## src/include/lsu_defs.svh

```systemverilog
// widths, queue depth and exception cause codes for the load/store front end
// included by the package and by every module that sizes a signal from it
`ifndef LSU_DEFS_SVH
`define LSU_DEFS_SVH

// ----------------------------------------------------------------------
// datapath widths
// ----------------------------------------------------------------------
// virtual address width
`define LSU_VLEN 64
// data and operand width
`define LSU_XLEN 64
// scoreboard id width
`define LSU_TRANS_ID_BITS 3

// sv39: bits from here upward must all match under translation
`define LSU_CANON_MSB 38

// bypass queue entries
`define LSU_QUEUE_DEPTH 2

// ----------------------------------------------------------------------
// mcause codes
// ----------------------------------------------------------------------
`define LSU_CAUSE_LD_MISALIGNED 4
`define LSU_CAUSE_LD_ACCESS 5
`define LSU_CAUSE_ST_MISALIGNED 6
`define LSU_CAUSE_ST_ACCESS 7

`endif

```

## src/rtl/lsu_pkg.sv

```systemverilog
// types shared by the load/store front end
// modules refer to them by scoped names
`include "lsu_defs.svh"

package lsu_pkg;

    // target unit of an issued operation
    typedef enum logic [1:0] {
        NONE,
        LOAD,
        STORE
    } fu_t;

    // kept load and store operators
    typedef enum logic [3:0] {
        LB, LBU, LH, LHU, LW, LWU, LD,
        SB, SH, SW, SD
    } op_t;

    // transfer size
    typedef enum logic [1:0] {
        BYTE,
        HALF,
        WORD,
        DOUBLE
    } size_t;

    // operation as issued
    typedef struct packed {
        fu_t                           fu;
        op_t                           operator;
        logic [`LSU_XLEN-1:0]          operand_a;
        logic [`LSU_XLEN-1:0]          operand_b;
        logic [`LSU_XLEN-1:0]          imm;
        logic [`LSU_TRANS_ID_BITS-1:0] trans_id;
    } fu_data_t;

    // queue entry, everything dispatch needs later
    typedef struct packed {
        logic                          valid;
        fu_t                           fu;
        op_t                           operator;
        size_t                         size;
        logic [`LSU_VLEN-1:0]          vaddr;
        logic [`LSU_XLEN-1:0]          wdata;
        logic [`LSU_TRANS_ID_BITS-1:0] trans_id;
        // sampled at issue
        logic                          canon_fault;
    } lsu_ctrl_t;

    // request towards load or store unit
    typedef struct packed {
        logic                          valid;
        logic [`LSU_VLEN-1:0]          vaddr;
        logic [`LSU_XLEN-1:0]          wdata;
        logic [7:0]                    be;
        size_t                         size;
        logic [`LSU_TRANS_ID_BITS-1:0] trans_id;
    } mem_req_t;

    typedef struct packed {
        logic                 valid;
        logic [`LSU_XLEN-1:0] cause;
        logic [`LSU_XLEN-1:0] tval;
    } exception_t;

endpackage

```

## src/rtl/lsu_agu.sv

```systemverilog
// address generation for issued memory operations
// base plus signed immediate, plus the sv39 canonical-form check
`timescale 1ns/1ps
`include "lsu_defs.svh"

module lsu_agu (
    input  lsu_pkg::fu_data_t     fu_data_i,
    input  logic                  en_translation_i,
    output logic [`LSU_VLEN-1:0]  vaddr_o,
    output logic                  canon_fault_o
);

    // bits that must be a sign extension of bit CANON_MSB
    logic [`LSU_VLEN-1:`LSU_CANON_MSB] upper_bits;
    logic                              upper_ones;
    logic                              upper_zeros;

    // effective address, immediate already sign extended by issue
    assign vaddr_o = $unsigned($signed(fu_data_i.imm[`LSU_VLEN-1:0])
                             + $signed(fu_data_i.operand_a[`LSU_VLEN-1:0]));

    assign upper_bits  = vaddr_o[`LSU_VLEN-1:`LSU_CANON_MSB];
    assign upper_ones  = &upper_bits;
    assign upper_zeros = ~|upper_bits;

    // only meaningful with translation on
    // bare mode accepts any address
    assign canon_fault_o = en_translation_i & ~(upper_ones | upper_zeros);

endmodule

```

## src/rtl/lsu_op_decode.sv

```systemverilog
// operator decode into transfer size
// load or store kind already comes with the fu field
`timescale 1ns/1ps

module lsu_op_decode (
    input  lsu_pkg::op_t   operator_i,
    output lsu_pkg::size_t size_o
);

    always_comb begin : size_decode
        unique case (operator_i)
            // byte access
            lsu_pkg::LB,
            lsu_pkg::LBU,
            lsu_pkg::SB: begin
                size_o = lsu_pkg::BYTE;
            end
            // half word
            lsu_pkg::LH,
            lsu_pkg::LHU,
            lsu_pkg::SH: begin
                size_o = lsu_pkg::HALF;
            end
            // word, signed and unsigned
            lsu_pkg::LW,
            lsu_pkg::LWU,
            lsu_pkg::SW: begin
                size_o = lsu_pkg::WORD;
            end
            // double word
            lsu_pkg::LD,
            lsu_pkg::SD: begin
                size_o = lsu_pkg::DOUBLE;
            end
            // unused encodings fall back to full width
            default: begin
                size_o = lsu_pkg::DOUBLE;
            end
        endcase
    end

endmodule

```

## src/rtl/lsu_bypass.sv

```systemverilog
// two-entry queue between issue and the load/store units
// an empty queue passes the incoming entry straight to its output
`timescale 1ns/1ps
`include "lsu_defs.svh"

module lsu_bypass (
    input  logic               clk_i,
    input  logic               rst_ni,
    input  logic               flush_i,

    input  lsu_pkg::lsu_ctrl_t lsu_req_i,
    input  logic               pop_ld_i,
    input  logic               pop_st_i,

    output lsu_pkg::lsu_ctrl_t lsu_ctrl_o,
    output logic               ready_o
);

    lsu_pkg::lsu_ctrl_t [`LSU_QUEUE_DEPTH-1:0] mem_n, mem_q;
    logic                                      rd_ptr_n, rd_ptr_q;
    logic                                      wr_ptr_n, wr_ptr_q;
    logic [1:0]                                status_cnt_n, status_cnt_q;
    logic                                      empty;

    assign empty   = (status_cnt_q == 2'd0);
    // issue may only present a new op while nothing is held
    assign ready_o = empty;

    // ----------------------------------------------------------------------
    // next state
    // ----------------------------------------------------------------------
    always_comb begin : next_state
        mem_n        = mem_q;
        rd_ptr_n     = rd_ptr_q;
        wr_ptr_n     = wr_ptr_q;
        status_cnt_n = status_cnt_q;

        // always sample, the unit may refuse late in the cycle
        if (lsu_req_i.valid) begin
            mem_n[wr_ptr_q] = lsu_req_i;
            wr_ptr_n        = wr_ptr_q + 1'b1;
            status_cnt_n    = status_cnt_n + 2'd1;
        end

        // head consumed by load unit
        if (pop_ld_i) begin
            mem_n[rd_ptr_q].valid = 1'b0;
            rd_ptr_n              = rd_ptr_n + 1'b1;
            status_cnt_n          = status_cnt_n - 2'd1;
        end

        // head consumed by store unit
        if (pop_st_i) begin
            mem_n[rd_ptr_q].valid = 1'b0;
            rd_ptr_n              = rd_ptr_n + 1'b1;
            status_cnt_n          = status_cnt_n - 2'd1;
        end

        // both units done in one cycle, nothing left
        if (pop_ld_i && pop_st_i) begin
            mem_n = '0;
        end

        if (flush_i) begin
            mem_n        = '0;
            rd_ptr_n     = 1'b0;
            wr_ptr_n     = 1'b0;
            status_cnt_n = 2'd0;
        end
    end

    // head: bypass when empty, else oldest stored entry
    assign lsu_ctrl_o = empty ? lsu_req_i : mem_q[rd_ptr_q];

    always_ff @(posedge clk_i or negedge rst_ni) begin
        if (!rst_ni) begin
            mem_q        <= '0;
            rd_ptr_q     <= 1'b0;
            wr_ptr_q     <= 1'b0;
            status_cnt_q <= 2'd0;
        end else begin
            mem_q        <= mem_n;
            rd_ptr_q     <= rd_ptr_n;
            wr_ptr_q     <= wr_ptr_n;
            status_cnt_q <= status_cnt_n;
        end
    end

endmodule

```

## src/rtl/lsu_dispatch.sv

```systemverilog
// queue head to load or store request, with byte enables and exceptions
// purely combinational, outputs follow the head entry
`timescale 1ns/1ps
`include "lsu_defs.svh"

module lsu_dispatch (
    input  lsu_pkg::lsu_ctrl_t  lsu_ctrl_i,
    output lsu_pkg::mem_req_t   ld_req_o,
    output lsu_pkg::mem_req_t   st_req_o,
    output lsu_pkg::exception_t ex_o
);

    logic              is_load;
    logic              is_store;
    logic              misaligned;
    logic [7:0]        be;
    lsu_pkg::mem_req_t req;

    // contiguous lane run starting at the low address bits
    function automatic logic [7:0] be_gen(input lsu_pkg::size_t size,
                                          input logic [2:0]     offset);
        logic [7:0] lanes;
        case (size)
            lsu_pkg::BYTE:   lanes = 8'b0000_0001;
            lsu_pkg::HALF:   lanes = 8'b0000_0011;
            lsu_pkg::WORD:   lanes = 8'b0000_1111;
            default:         lanes = 8'b1111_1111;
        endcase
        return lanes << offset;
    endfunction

    assign is_load  = lsu_ctrl_i.valid && (lsu_ctrl_i.fu == lsu_pkg::LOAD);
    assign is_store = lsu_ctrl_i.valid && (lsu_ctrl_i.fu == lsu_pkg::STORE);
    assign be       = be_gen(lsu_ctrl_i.size, lsu_ctrl_i.vaddr[2:0]);

    // ----------------------------------------------------------------------
    // alignment
    // ----------------------------------------------------------------------
    always_comb begin : align_check
        unique case (lsu_ctrl_i.size)
            lsu_pkg::HALF:   misaligned = lsu_ctrl_i.vaddr[0];
            lsu_pkg::WORD:   misaligned = |lsu_ctrl_i.vaddr[1:0];
            lsu_pkg::DOUBLE: misaligned = |lsu_ctrl_i.vaddr[2:0];
            // byte never misaligned
            default:         misaligned = 1'b0;
        endcase
    end

    // ----------------------------------------------------------------------
    // exception, access fault wins over misalignment
    // ----------------------------------------------------------------------
    always_comb begin : exception_gen
        ex_o = '0;
        if (is_load || is_store) begin
            if (lsu_ctrl_i.canon_fault) begin
                ex_o.valid = 1'b1;
                ex_o.cause = is_load ? `LSU_XLEN'(`LSU_CAUSE_LD_ACCESS)
                                     : `LSU_XLEN'(`LSU_CAUSE_ST_ACCESS);
            end else if (misaligned) begin
                ex_o.valid = 1'b1;
                ex_o.cause = is_load ? `LSU_XLEN'(`LSU_CAUSE_LD_MISALIGNED)
                                     : `LSU_XLEN'(`LSU_CAUSE_ST_MISALIGNED);
            end
            // faulting address goes to tval
            if (ex_o.valid) begin
                ex_o.tval = `LSU_XLEN'(lsu_ctrl_i.vaddr);
            end
        end
    end

    // ----------------------------------------------------------------------
    // steering
    // ----------------------------------------------------------------------
    // shared payload, only the valids differ
    always_comb begin : req_payload
        req          = '0;
        req.vaddr    = lsu_ctrl_i.vaddr;
        req.wdata    = lsu_ctrl_i.wdata;
        req.be       = be;
        req.size     = lsu_ctrl_i.size;
        req.trans_id = lsu_ctrl_i.trans_id;
    end

    // valid stays up on exception so the unit can retire the op
    always_comb begin : steer
        ld_req_o       = req;
        st_req_o       = req;
        ld_req_o.valid = is_load;
        st_req_o.valid = is_store;
    end

endmodule

```

## src/rtl/lsu_frontend.sv

```systemverilog
// load/store front end top level
// agu and decoder build the queue entry, dispatch steers the queue head
`timescale 1ns/1ps
`include "lsu_defs.svh"

module lsu_frontend (
    input  logic                clk_i,
    input  logic                rst_ni,
    input  logic                flush_i,
    input  logic                en_translation_i,

    input  lsu_pkg::fu_data_t   fu_data_i,
    input  logic                lsu_valid_i,
    output logic                lsu_ready_o,

    // pulses from the consuming units
    input  logic                pop_ld_i,
    input  logic                pop_st_i,

    output lsu_pkg::mem_req_t   ld_req_o,
    output lsu_pkg::mem_req_t   st_req_o,
    output lsu_pkg::exception_t ex_o
);

    logic [`LSU_VLEN-1:0] vaddr;
    logic                 canon_fault;
    lsu_pkg::size_t       size;
    lsu_pkg::lsu_ctrl_t   lsu_req;
    lsu_pkg::lsu_ctrl_t   lsu_ctrl;

    lsu_agu i_lsu_agu (
        .fu_data_i        ( fu_data_i        ),
        .en_translation_i ( en_translation_i ),
        .vaddr_o          ( vaddr            ),
        .canon_fault_o    ( canon_fault      )
    );

    lsu_op_decode i_lsu_op_decode (
        .operator_i ( fu_data_i.operator ),
        .size_o     ( size               )
    );

    // ----------------------------------------------------------------------
    // queue entry
    // ----------------------------------------------------------------------
    assign lsu_req.valid       = lsu_valid_i;
    assign lsu_req.fu          = fu_data_i.fu;
    assign lsu_req.operator    = fu_data_i.operator;
    assign lsu_req.size        = size;
    assign lsu_req.vaddr       = vaddr;
    // store data comes from rs2
    assign lsu_req.wdata       = fu_data_i.operand_b;
    assign lsu_req.trans_id    = fu_data_i.trans_id;
    assign lsu_req.canon_fault = canon_fault;

    lsu_bypass i_lsu_bypass (
        .clk_i      ( clk_i       ),
        .rst_ni     ( rst_ni      ),
        .flush_i    ( flush_i     ),
        .lsu_req_i  ( lsu_req     ),
        .pop_ld_i   ( pop_ld_i    ),
        .pop_st_i   ( pop_st_i    ),
        .lsu_ctrl_o ( lsu_ctrl    ),
        .ready_o    ( lsu_ready_o )
    );

    lsu_dispatch i_lsu_dispatch (
        .lsu_ctrl_i ( lsu_ctrl ),
        .ld_req_o   ( ld_req_o ),
        .st_req_o   ( st_req_o ),
        .ex_o       ( ex_o     )
    );

endmodule

```

## config.mk

```make
export PLATFORM = sky130hd
export DESIGN_NAME = lsu_frontend
export DESIGN_NICKNAME = d
export VERILOG_FILES = /design/src/rtl/lsu_pkg.sv /design/src/rtl/lsu_agu.sv /design/src/rtl/lsu_op_decode.sv /design/src/rtl/lsu_bypass.sv /design/src/rtl/lsu_dispatch.sv /design/src/rtl/lsu_frontend.sv
export VERILOG_INCLUDE_DIRS = /design/src /design/src/include
export SDC_FILE = /design/constraint.sdc
export NUM_CORES = 1
export LEC_CHECK = 0
export BUFFER_PORTS_ARGS = -buffer_cell sky130_fd_sc_hd__buf_2
export CORE_AREA = 2 2 239 241
export DETAILED_ROUTE_END_ITERATION = 16
export DIE_AREA = 0 0 241 243
export SYNTH_ARGS = -nofsm -noshare
export SYNTH_HDL_FRONTEND = slang
export SYNTH_HIERARCHICAL = 1
export SYNTH_SLANG_ARGS = --single-unit
export TNS_END_PERCENT = 1
```

## constraint.sdc

```tcl
create_clock -name clk_i -period 15.45 [get_ports clk_i]
set_input_delay 1.545 -clock clk_i [delete_from_list [all_inputs] [get_ports clk_i]]
set_output_delay 1.545 -clock clk_i [all_outputs]
set_load 0.005 [all_outputs]
```

==> results of run 1 <==
==> metrics by stage <==
step / setup slack [ns] / area, sq um / util / hold WS, ns
floorplan: 7.777 / 21060 / - / 0.4727
global placement: 6.474 / 21630 / 0.3865 / 0.4869
detailed placement: 6.414 / 21630 / 0.3865 / 0.4910
CTS: 6.382 / 22670 / 0.4051 / 0.5094
global route: 6.156 / 22670 / 0.4051 / 0.5180
finish: 6.409 / 22670 / 0.4052 / 0.5037
==> worst max-delay path, cell delays in order <==
cell,delay [ns]
buf_2,0.10
ha_1,0.44
nand4_1,0.20
a211oi_1,0.94
o21ai_0,0.37
a21oi_1,0.34
nor3_1,0.11
xnor2_1,0.53
nand4_1,0.16
or4_1,0.41
or4_1,0.52
o211a_1,0.31
nand2_1,0.09
o21ai_0,0.16
a211o_2,0.74
and3_1,0.35
buf_2,0.12
==> path summary, 6_finish.rpt <==
| path | from | endpoint | slack (ns) | depth (start not counted) |
|---|---|---|---|---|
| hold / removal | i_lsu_bypass/mem_q[164] | i_lsu_bypass/mem_q[164] | 0.50 | 1 |
| max in group asynchronous | rst_ni | i_lsu_bypass/rd_ptr_q | 12.72 | 2 |
| min in group asynchronous | rst_ni | i_lsu_bypass/mem_q[165] | 1.09 | 1 |
| hold reg to reg | i_lsu_bypass/mem_q[164] | i_lsu_bypass/mem_q[164] | 0.50 | 1 |
| setup / recovery | fu_data_i[10] | ex_o[30] | 6.41 | 17 |
| setup reg to reg | i_lsu_bypass/wr_ptr_q | i_lsu_bypass/mem_q[101] | 12.79 | 4 |
==> placed cells by master (no fill, tap or decap), types with 5 or more instances in the layout <==
cell type  instances
nor2_1            51
clkbuf_1           6
o21bai_1           8
a211o_1            5
inv_1             25
and2_1            13
o211ai_1          10
a211oi_1          11
and3_1            70
nor2b_1            6
xor2_1            23
nand3_1            8
o21ai_1           11
conb_1            61
a22o_1           138
buf_2            559
or3_1              8
nand2_1          485
ha_1              63
xnor2_1           36
buf_4             17
clkbuf_16         31
nand4_1           32
o211a_1            5
a21o_1            19
o21a_1            12
nand2b_1           9
a21oi_1          231
o21ai_0          175
clkinv_2           8
or4_1              8
nor3_1            21
mux2i_1          139
dfrtp_1          277
==> layout make-up <==
cell class                 count  area, sq um
fill                        5692        33280
clock buffer                  41        853.3
antenna                        3        7.507
sequential                   278         6960
inverter                      25        93.84
timing repair buffer         578         2960
multi-input combinational   1741        10670
clock inverter                15        185.2
tap                          756        945.9
==> registers in the layout, indices dropped and copies added (netlist names) <==
signal / count
i_lsu_bypass/wr_ptr_q: 1
i_lsu_bypass/rd_ptr_q: 1
i_lsu_bypass/status_cnt_q: 2
i_lsu_bypass/mem_q: 274
==> power by group through the flow <==
stage / logic [W] / registers [W] / clock network [W]
floorplan: 0.000781 / 0.000787 / 0
global placement: 0.000928 / 0.000797 / 0
detailed placement: 0.000935 / 0.000800 / 0
CTS: 0.000938 / 0.000786 / 0.000791
global route: 0.00103 / 0.000791 / 0.000821
finish: 0.000931 / 0.000786 / 0.000763
==> per-layer routing <==
| metal | up-vias | global-route usage | share of wire |
|---|---|---|---|
| met1 | 8800 | 0.2794 | 0.43 |
| met2 | 605 | 0.3792 | 0.50 |
| met3 | 79 | 0.01979 | 0.051 |
| li1 | 8633 | - | - |
| met5 | - | 0 | 0.00055 |
| met4 | 4 | 0.04593 | 0.019 |
==> summary.md, run 1 <==
| Metric | Value |
|---|---|
| Worst Setup Start Kind | primary input |
| RSZ-0062 raised after global routing | false |
| Antenna Violating Nets Remaining | 0 |
| Final Setup Violations | 0 |
| # rows | 87 |
| Setup TNS | 0 ns |
| Net Sw Power | 0.0009275 W |
| Post-synthesis cell area | 20840 sq um |
| Root Driver | clkbuf_16 |
| Critical Path End Type | output port |
| Part of the power in registers | 0.317 |
| Initial Util | 0.3724 |
| Mean routed wirelength per cell | 19.01 um |
| # hold bufs at CTS | 0 |
| Leak pwr | 11.28 nW |
| Clk buf depth | 3 |
| Internal Power | 0.001553 W |
| Pwr/cell area | 109.4 nW/um^2 |
| Share of cells above drive strength 1 | 0.2461 |
| Post-CTS setup buffers | 0 |
| I/O Pins | 622 |
| Slew @ Worst Pin | 1.192 ns |
| Sw Ratio | 0.3738 |
| Status | completed |
| Mean post-synth cell area | 8.335 sq um |
| Finished Layout Cells | 3437 |
| First-pass GRT wire length | 99420 um |
| Gpl congestion | 0.9445 |
| Max-cap viol count | 0 |
| Die extent in x | 241 um |
| Drt first-iter violations | 1107 |
| CTS sink cnt | 278 |
| Overflow after GRT | 0 |
| Clock latency at the later pin of the worst-skew pair | 0.57 ns |
| Logic pwr share | 0.375 |
| DP HPWL | 45440 um |
| Vias in the first global route | 17120 |
| Final worst-path cycle share | 0.5852 |
| Vias | 18120 |
| Ys Warns | 6 |
| Worst-path fanout max | 66 |
| Critical Path AT | 7.50 ns |
| TritonCTS clock tree | built |
| Die Span Y | 243 um |
| Fin crit period | 9.041 ns |
| DRC | 0 |
| Gr usage total | 0.2135 |
| Hold Crit Class | flop to flop |
| Total Routed Length | 65340 um |
| Core area | 55950 sq um |
| Max-slew headroom | 0.2056 |
| Skew final | 0.009941 ns |
| Via/cell ratio | 5.272 |
| Die ar. | 58560 sq um |
| Synthesized instance count | 2500 |
| DRT Pass-1 Iters | 5 |
| Crit path kind | primary input to output port |
| IO buf count | 560 |
| Largest net degree at the start of global routing | 126 |
| F_max | 110.6 MHz |
| Layout Nets | 2928 |
| Reg clk slew, reported paths | 0.06 ns |
| Area Overhead vs Synth | 8.802% |
| # resized after CTS | 0 |
| CP Data Required Time | 13.91 ns |
| Placed Cells | 3378 |
| Fin. max-slew vios | 0 |
| Final hold viol count | 0 |
| Total chip power | 0.002481 W |
| CTS buffer count | 31 |
| Depth of the CTS H-tree | 1 |
| VDD IR-drop max | 0.07975 mV |
| Initial antenna violation count | 4 |
| Share of total power in the clock network | 0.308 |
Note: power is estimated with default switching activity, not from simulation.
==> run 2, diff against run 1 <==
Settings changed: CORE_AREA 2 2 239 241 to 2 2 240 242, DIE_AREA 0 0 241 243 to 0 0 242 244.
Clock period 15.45 ns to 9.2 ns, I/O delays scaled along.
==> summary.md, run 2 (synthesized netlist as in run 1, its figures left out) <==
| Metric | Value |
|---|---|
| Status | completed (unchanged) |
| # rows | 87 (unchanged) |
| Sequential cell area | 6960 sq um (unchanged) |
| Clock latency at the later pin of the worst-skew pair | 0.57 ns (about the same) |
| Flop2flop setup slack | 5.96 ns (was 12.79 ns) |
| Most common cell on crit path | or4_1 |
| Worst R2R Path Depth | 5 (was 4) |
| Mean routed wirelength per cell | 19.08 um (was 19.01 um) |
| DRC | 0 (unchanged) |
| Vias in the first global route | 17340 (was 17120) |
| Via/cell ratio | 5.258 (was 5.272) |
| Antenna Violating Nets Remaining | 0 (unchanged) |
| CP Data Required Time | 8.28 ns (was 13.91 ns) |
| IO buf count | 560 (unchanged) |
| Pre-CTS setup slack | 1.417 ns (was 6.414 ns) |
| TritonCTS clock tree | built (unchanged) |
| # hold bufs at CTS | 0 (unchanged) |
| Gr usage total | 0.2118 (was 0.2135) |
| Share of cells above drive strength 1 | 0.2468 (was 0.2461) |
| VDD IR-drop max | 0.1563 mV (was 0.07975 mV) |
| Worst-path fanout max | 66 (unchanged) |
| I/O Pins | 622 (unchanged) |
| Max-cap viol count | 0 (unchanged) |
| Core area | 56170 sq um (was 55950 sq um) |
| CP cell instances | buf_2 > ha_1 > fa_1 > a211oi_1 > o211ai_1 > a211oi_2 > o21bai_1 > a211oi_2 > o21bai_1 > xnor2_1 > or4_1 > or4_1 > or4_1 > o211a_1 > nand2_1 > o21ai_0 > a211o_2 > and3_1 > buf_2 (was buf_2 > ha_1 > nand4_1 > a211oi_1 > o21ai_0 > a21oi_1 > nor3_1 > xnor2_1 > nand4_1 > or4_1 > or4_1 > o211a_1 > nand2_1 > o21ai_0 > a211o_2 > and3_1 > buf_2) |
| Most frequent cells in the layout | buf_2, nand2_1, dfrtp_1 (unchanged) |
| First-pass GRT wire length | 100700 um (was 99420 um) |
| Area Overhead vs Synth | 8.850% (was 8.802%) |
| Drt first-iter violations | 1040 (was 1107) |
| Crit path kind | primary input to output port (unchanged) |
| Leak pwr | 11.28 nW (about the same) |
| F_max | 128.2 MHz |
| Commonest non-fill, non-tap cell in the layout | buf_2 (unchanged) |
| Largest net degree at the start of global routing | 233 (was 126) |
| Reg2reg start | i_lsu_bypass/wr_ptr_q (unchanged) |
| Overflow after GRT | 0 (unchanged) |
| Depth of the CTS H-tree | 1 (unchanged) |
| Skew final | 0.01534 ns (was 0.009941 ns) |
| Pwr/cell area | 183.2 nW/um^2 (was 109.4 nW/um^2) |
| R2r endpoint | i_lsu_bypass/mem_q[227] (was i_lsu_bypass/mem_q[101]) |
| Initial Util | 0.3710 (was 0.3724) |
| CTS buffer count | 30 (was 31) |
| RSZ-0062 raised after global routing | false (unchanged) |
| Hold Slack | 0.3374 ns (was 0.5037 ns) |
| Setup TNS | 0 ns (unchanged) |
| Fin. max-slew vios | 0 (unchanged) |
| Initial antenna violation count | 2 (was 4) |
| Total Routed Length | 65570 um (was 65340 um) |
| Clk buf depth | 3 (unchanged) |
| CTS sink cnt | 278 (unchanged) |
| Reg with most FFs | i_lsu_bypass/mem_q (unchanged) |
| Cell Area, Placed | 21640 sq um (was 21630 sq um) |
| Hold Crit Class | primary input to async pin (was flop to flop) |
| DP HPWL | 45950 um (was 45440 um) |
| Die Span Y | 244 um (was 243 um) |
| # resized after CTS | 0 (unchanged) |
| Final worst-path cycle share | 0.8480 |
| Total chip power | 0.004155 W (was 0.002481 W) |
| Fill count | 5785 (was 5692) |
| DRT Pass-1 Iters | 5 (unchanged) |
| Slew @ Worst Pin | 1.183 ns (was 1.192 ns) |
| Critical Path AT | 6.88 ns (was 7.50 ns) |
| Crit-path max cell delay | 0.72 ns (was 0.94 ns) |
| Post-CTS setup buffers | 0 (unchanged) |
| Max reg flops | 274 (unchanged) |
| Final Cell Area | 22680 sq um (was 22670 sq um) |
| Root Driver | clkbuf_16 (unchanged) |
| Critical Path End Type | output port (unchanged) |
| Final worst-path setup slack | 1.398 ns (was 6.409 ns) |
| Final hold viol count | 0 (unchanged) |
| Die extent in x | 242 um (was 241 um) |
| Layout Nets | 2927 (was 2928) |
| Multi-input logic area | 10670 sq um (unchanged) |
| Die ar. | 59050 sq um (was 58560 sq um) |
| CP max-delay cell | a211o_2 (was a211oi_1) |
| Gpl congestion | 0.9584 (was 0.9445) |
| Fin crit period | 7.802 ns |
| Final Setup Violations | 0 (unchanged) |
| Reg clk slew, reported paths | 0.06 ns (about the same) |
| Top flop regs | i_lsu_bypass/mem_q (274), i_lsu_bypass/status_cnt_q (2) (unchanged) |
| Worst Setup Start Kind | primary input (unchanged) |
| Vias | 18070 (was 18120) |
| Max-slew headroom | 0.2093 (was 0.2056) |
## run 2: changes by cell type in the layout (fill, tap and decap cells not counted), sizes merged
cell / previous run / this run
clkbuf: 41 / 44
clkinv: 9 / 8
bufinv: 4 / 2
diode: 3 / 2
## run 2: layout make-up
type / count / area share
Sequential cell: 278 / 0.3069
Antenna cell: 2 / 0.0002206
Clock buffer: 44 / 0.04032
Clock inverter: 12 / 0.005461
Timing Repair Buffer: 578 / 0.1311
Multi-Input combinational cell: 1741 / 0.4702
Inverter: 25 / 0.004137
Tap cell: 756 / 0.04170
## run 2: critical path, delay by kind of cell
| family | cells | cell delay, ns |
|---|---|---|
| buf+inv | 2 | 0.23 |
| compound gates | 9 | 2.82 |
| xor+xnor | 1 | 0.20 |
| simple gates | 5 | 2.00 |
| fa+ha+maj | 2 | 0.68 |
## run 2: where the power goes
group	total [W]	internal [W]	switching [W]
Combinational	0.00157	0.000571	0.00100
Sequential	0.00132	0.00128	0.0000397
Clock	0.00126	0.000744	0.000520
Total	0.00416	0.00259	0.00156
## run 2: how the worst max path moves through the flow
stage                 start         to  slack, ns  cells past startpoint
6_report       fu_data_i[3]   ex_o[41]       1.40                     19
2_1_floorplan  fu_data_i[3]  ex_o[128]       2.78                     20
4_1_cts        fu_data_i[3]   ex_o[41]       1.38                     19
3_3_place_gp   fu_data_i[3]   ex_o[31]       1.61                     19
3_5_place_dp   fu_data_i[3]   ex_o[41]       1.42                     19
5_1_grt        fu_data_i[3]   ex_o[41]       1.09                     19
## run 2: metal layers
layer  GRT usage  up-vias  wire length, um
met5           0        -                0
met1      0.2776     8777            28310
met4     0.06082        0             1631
li1            -     8625                -
met2      0.3683      582            32320
met3     0.02371       83             3302
## run 2: per-stage QoR
step                std cells    util
finish                   3436  0.4038
global route             3435  0.4038
CTS                      3434  0.4037
detailed placement       3378  0.3853
global placement         3378  0.3853
floorplan                2560       -
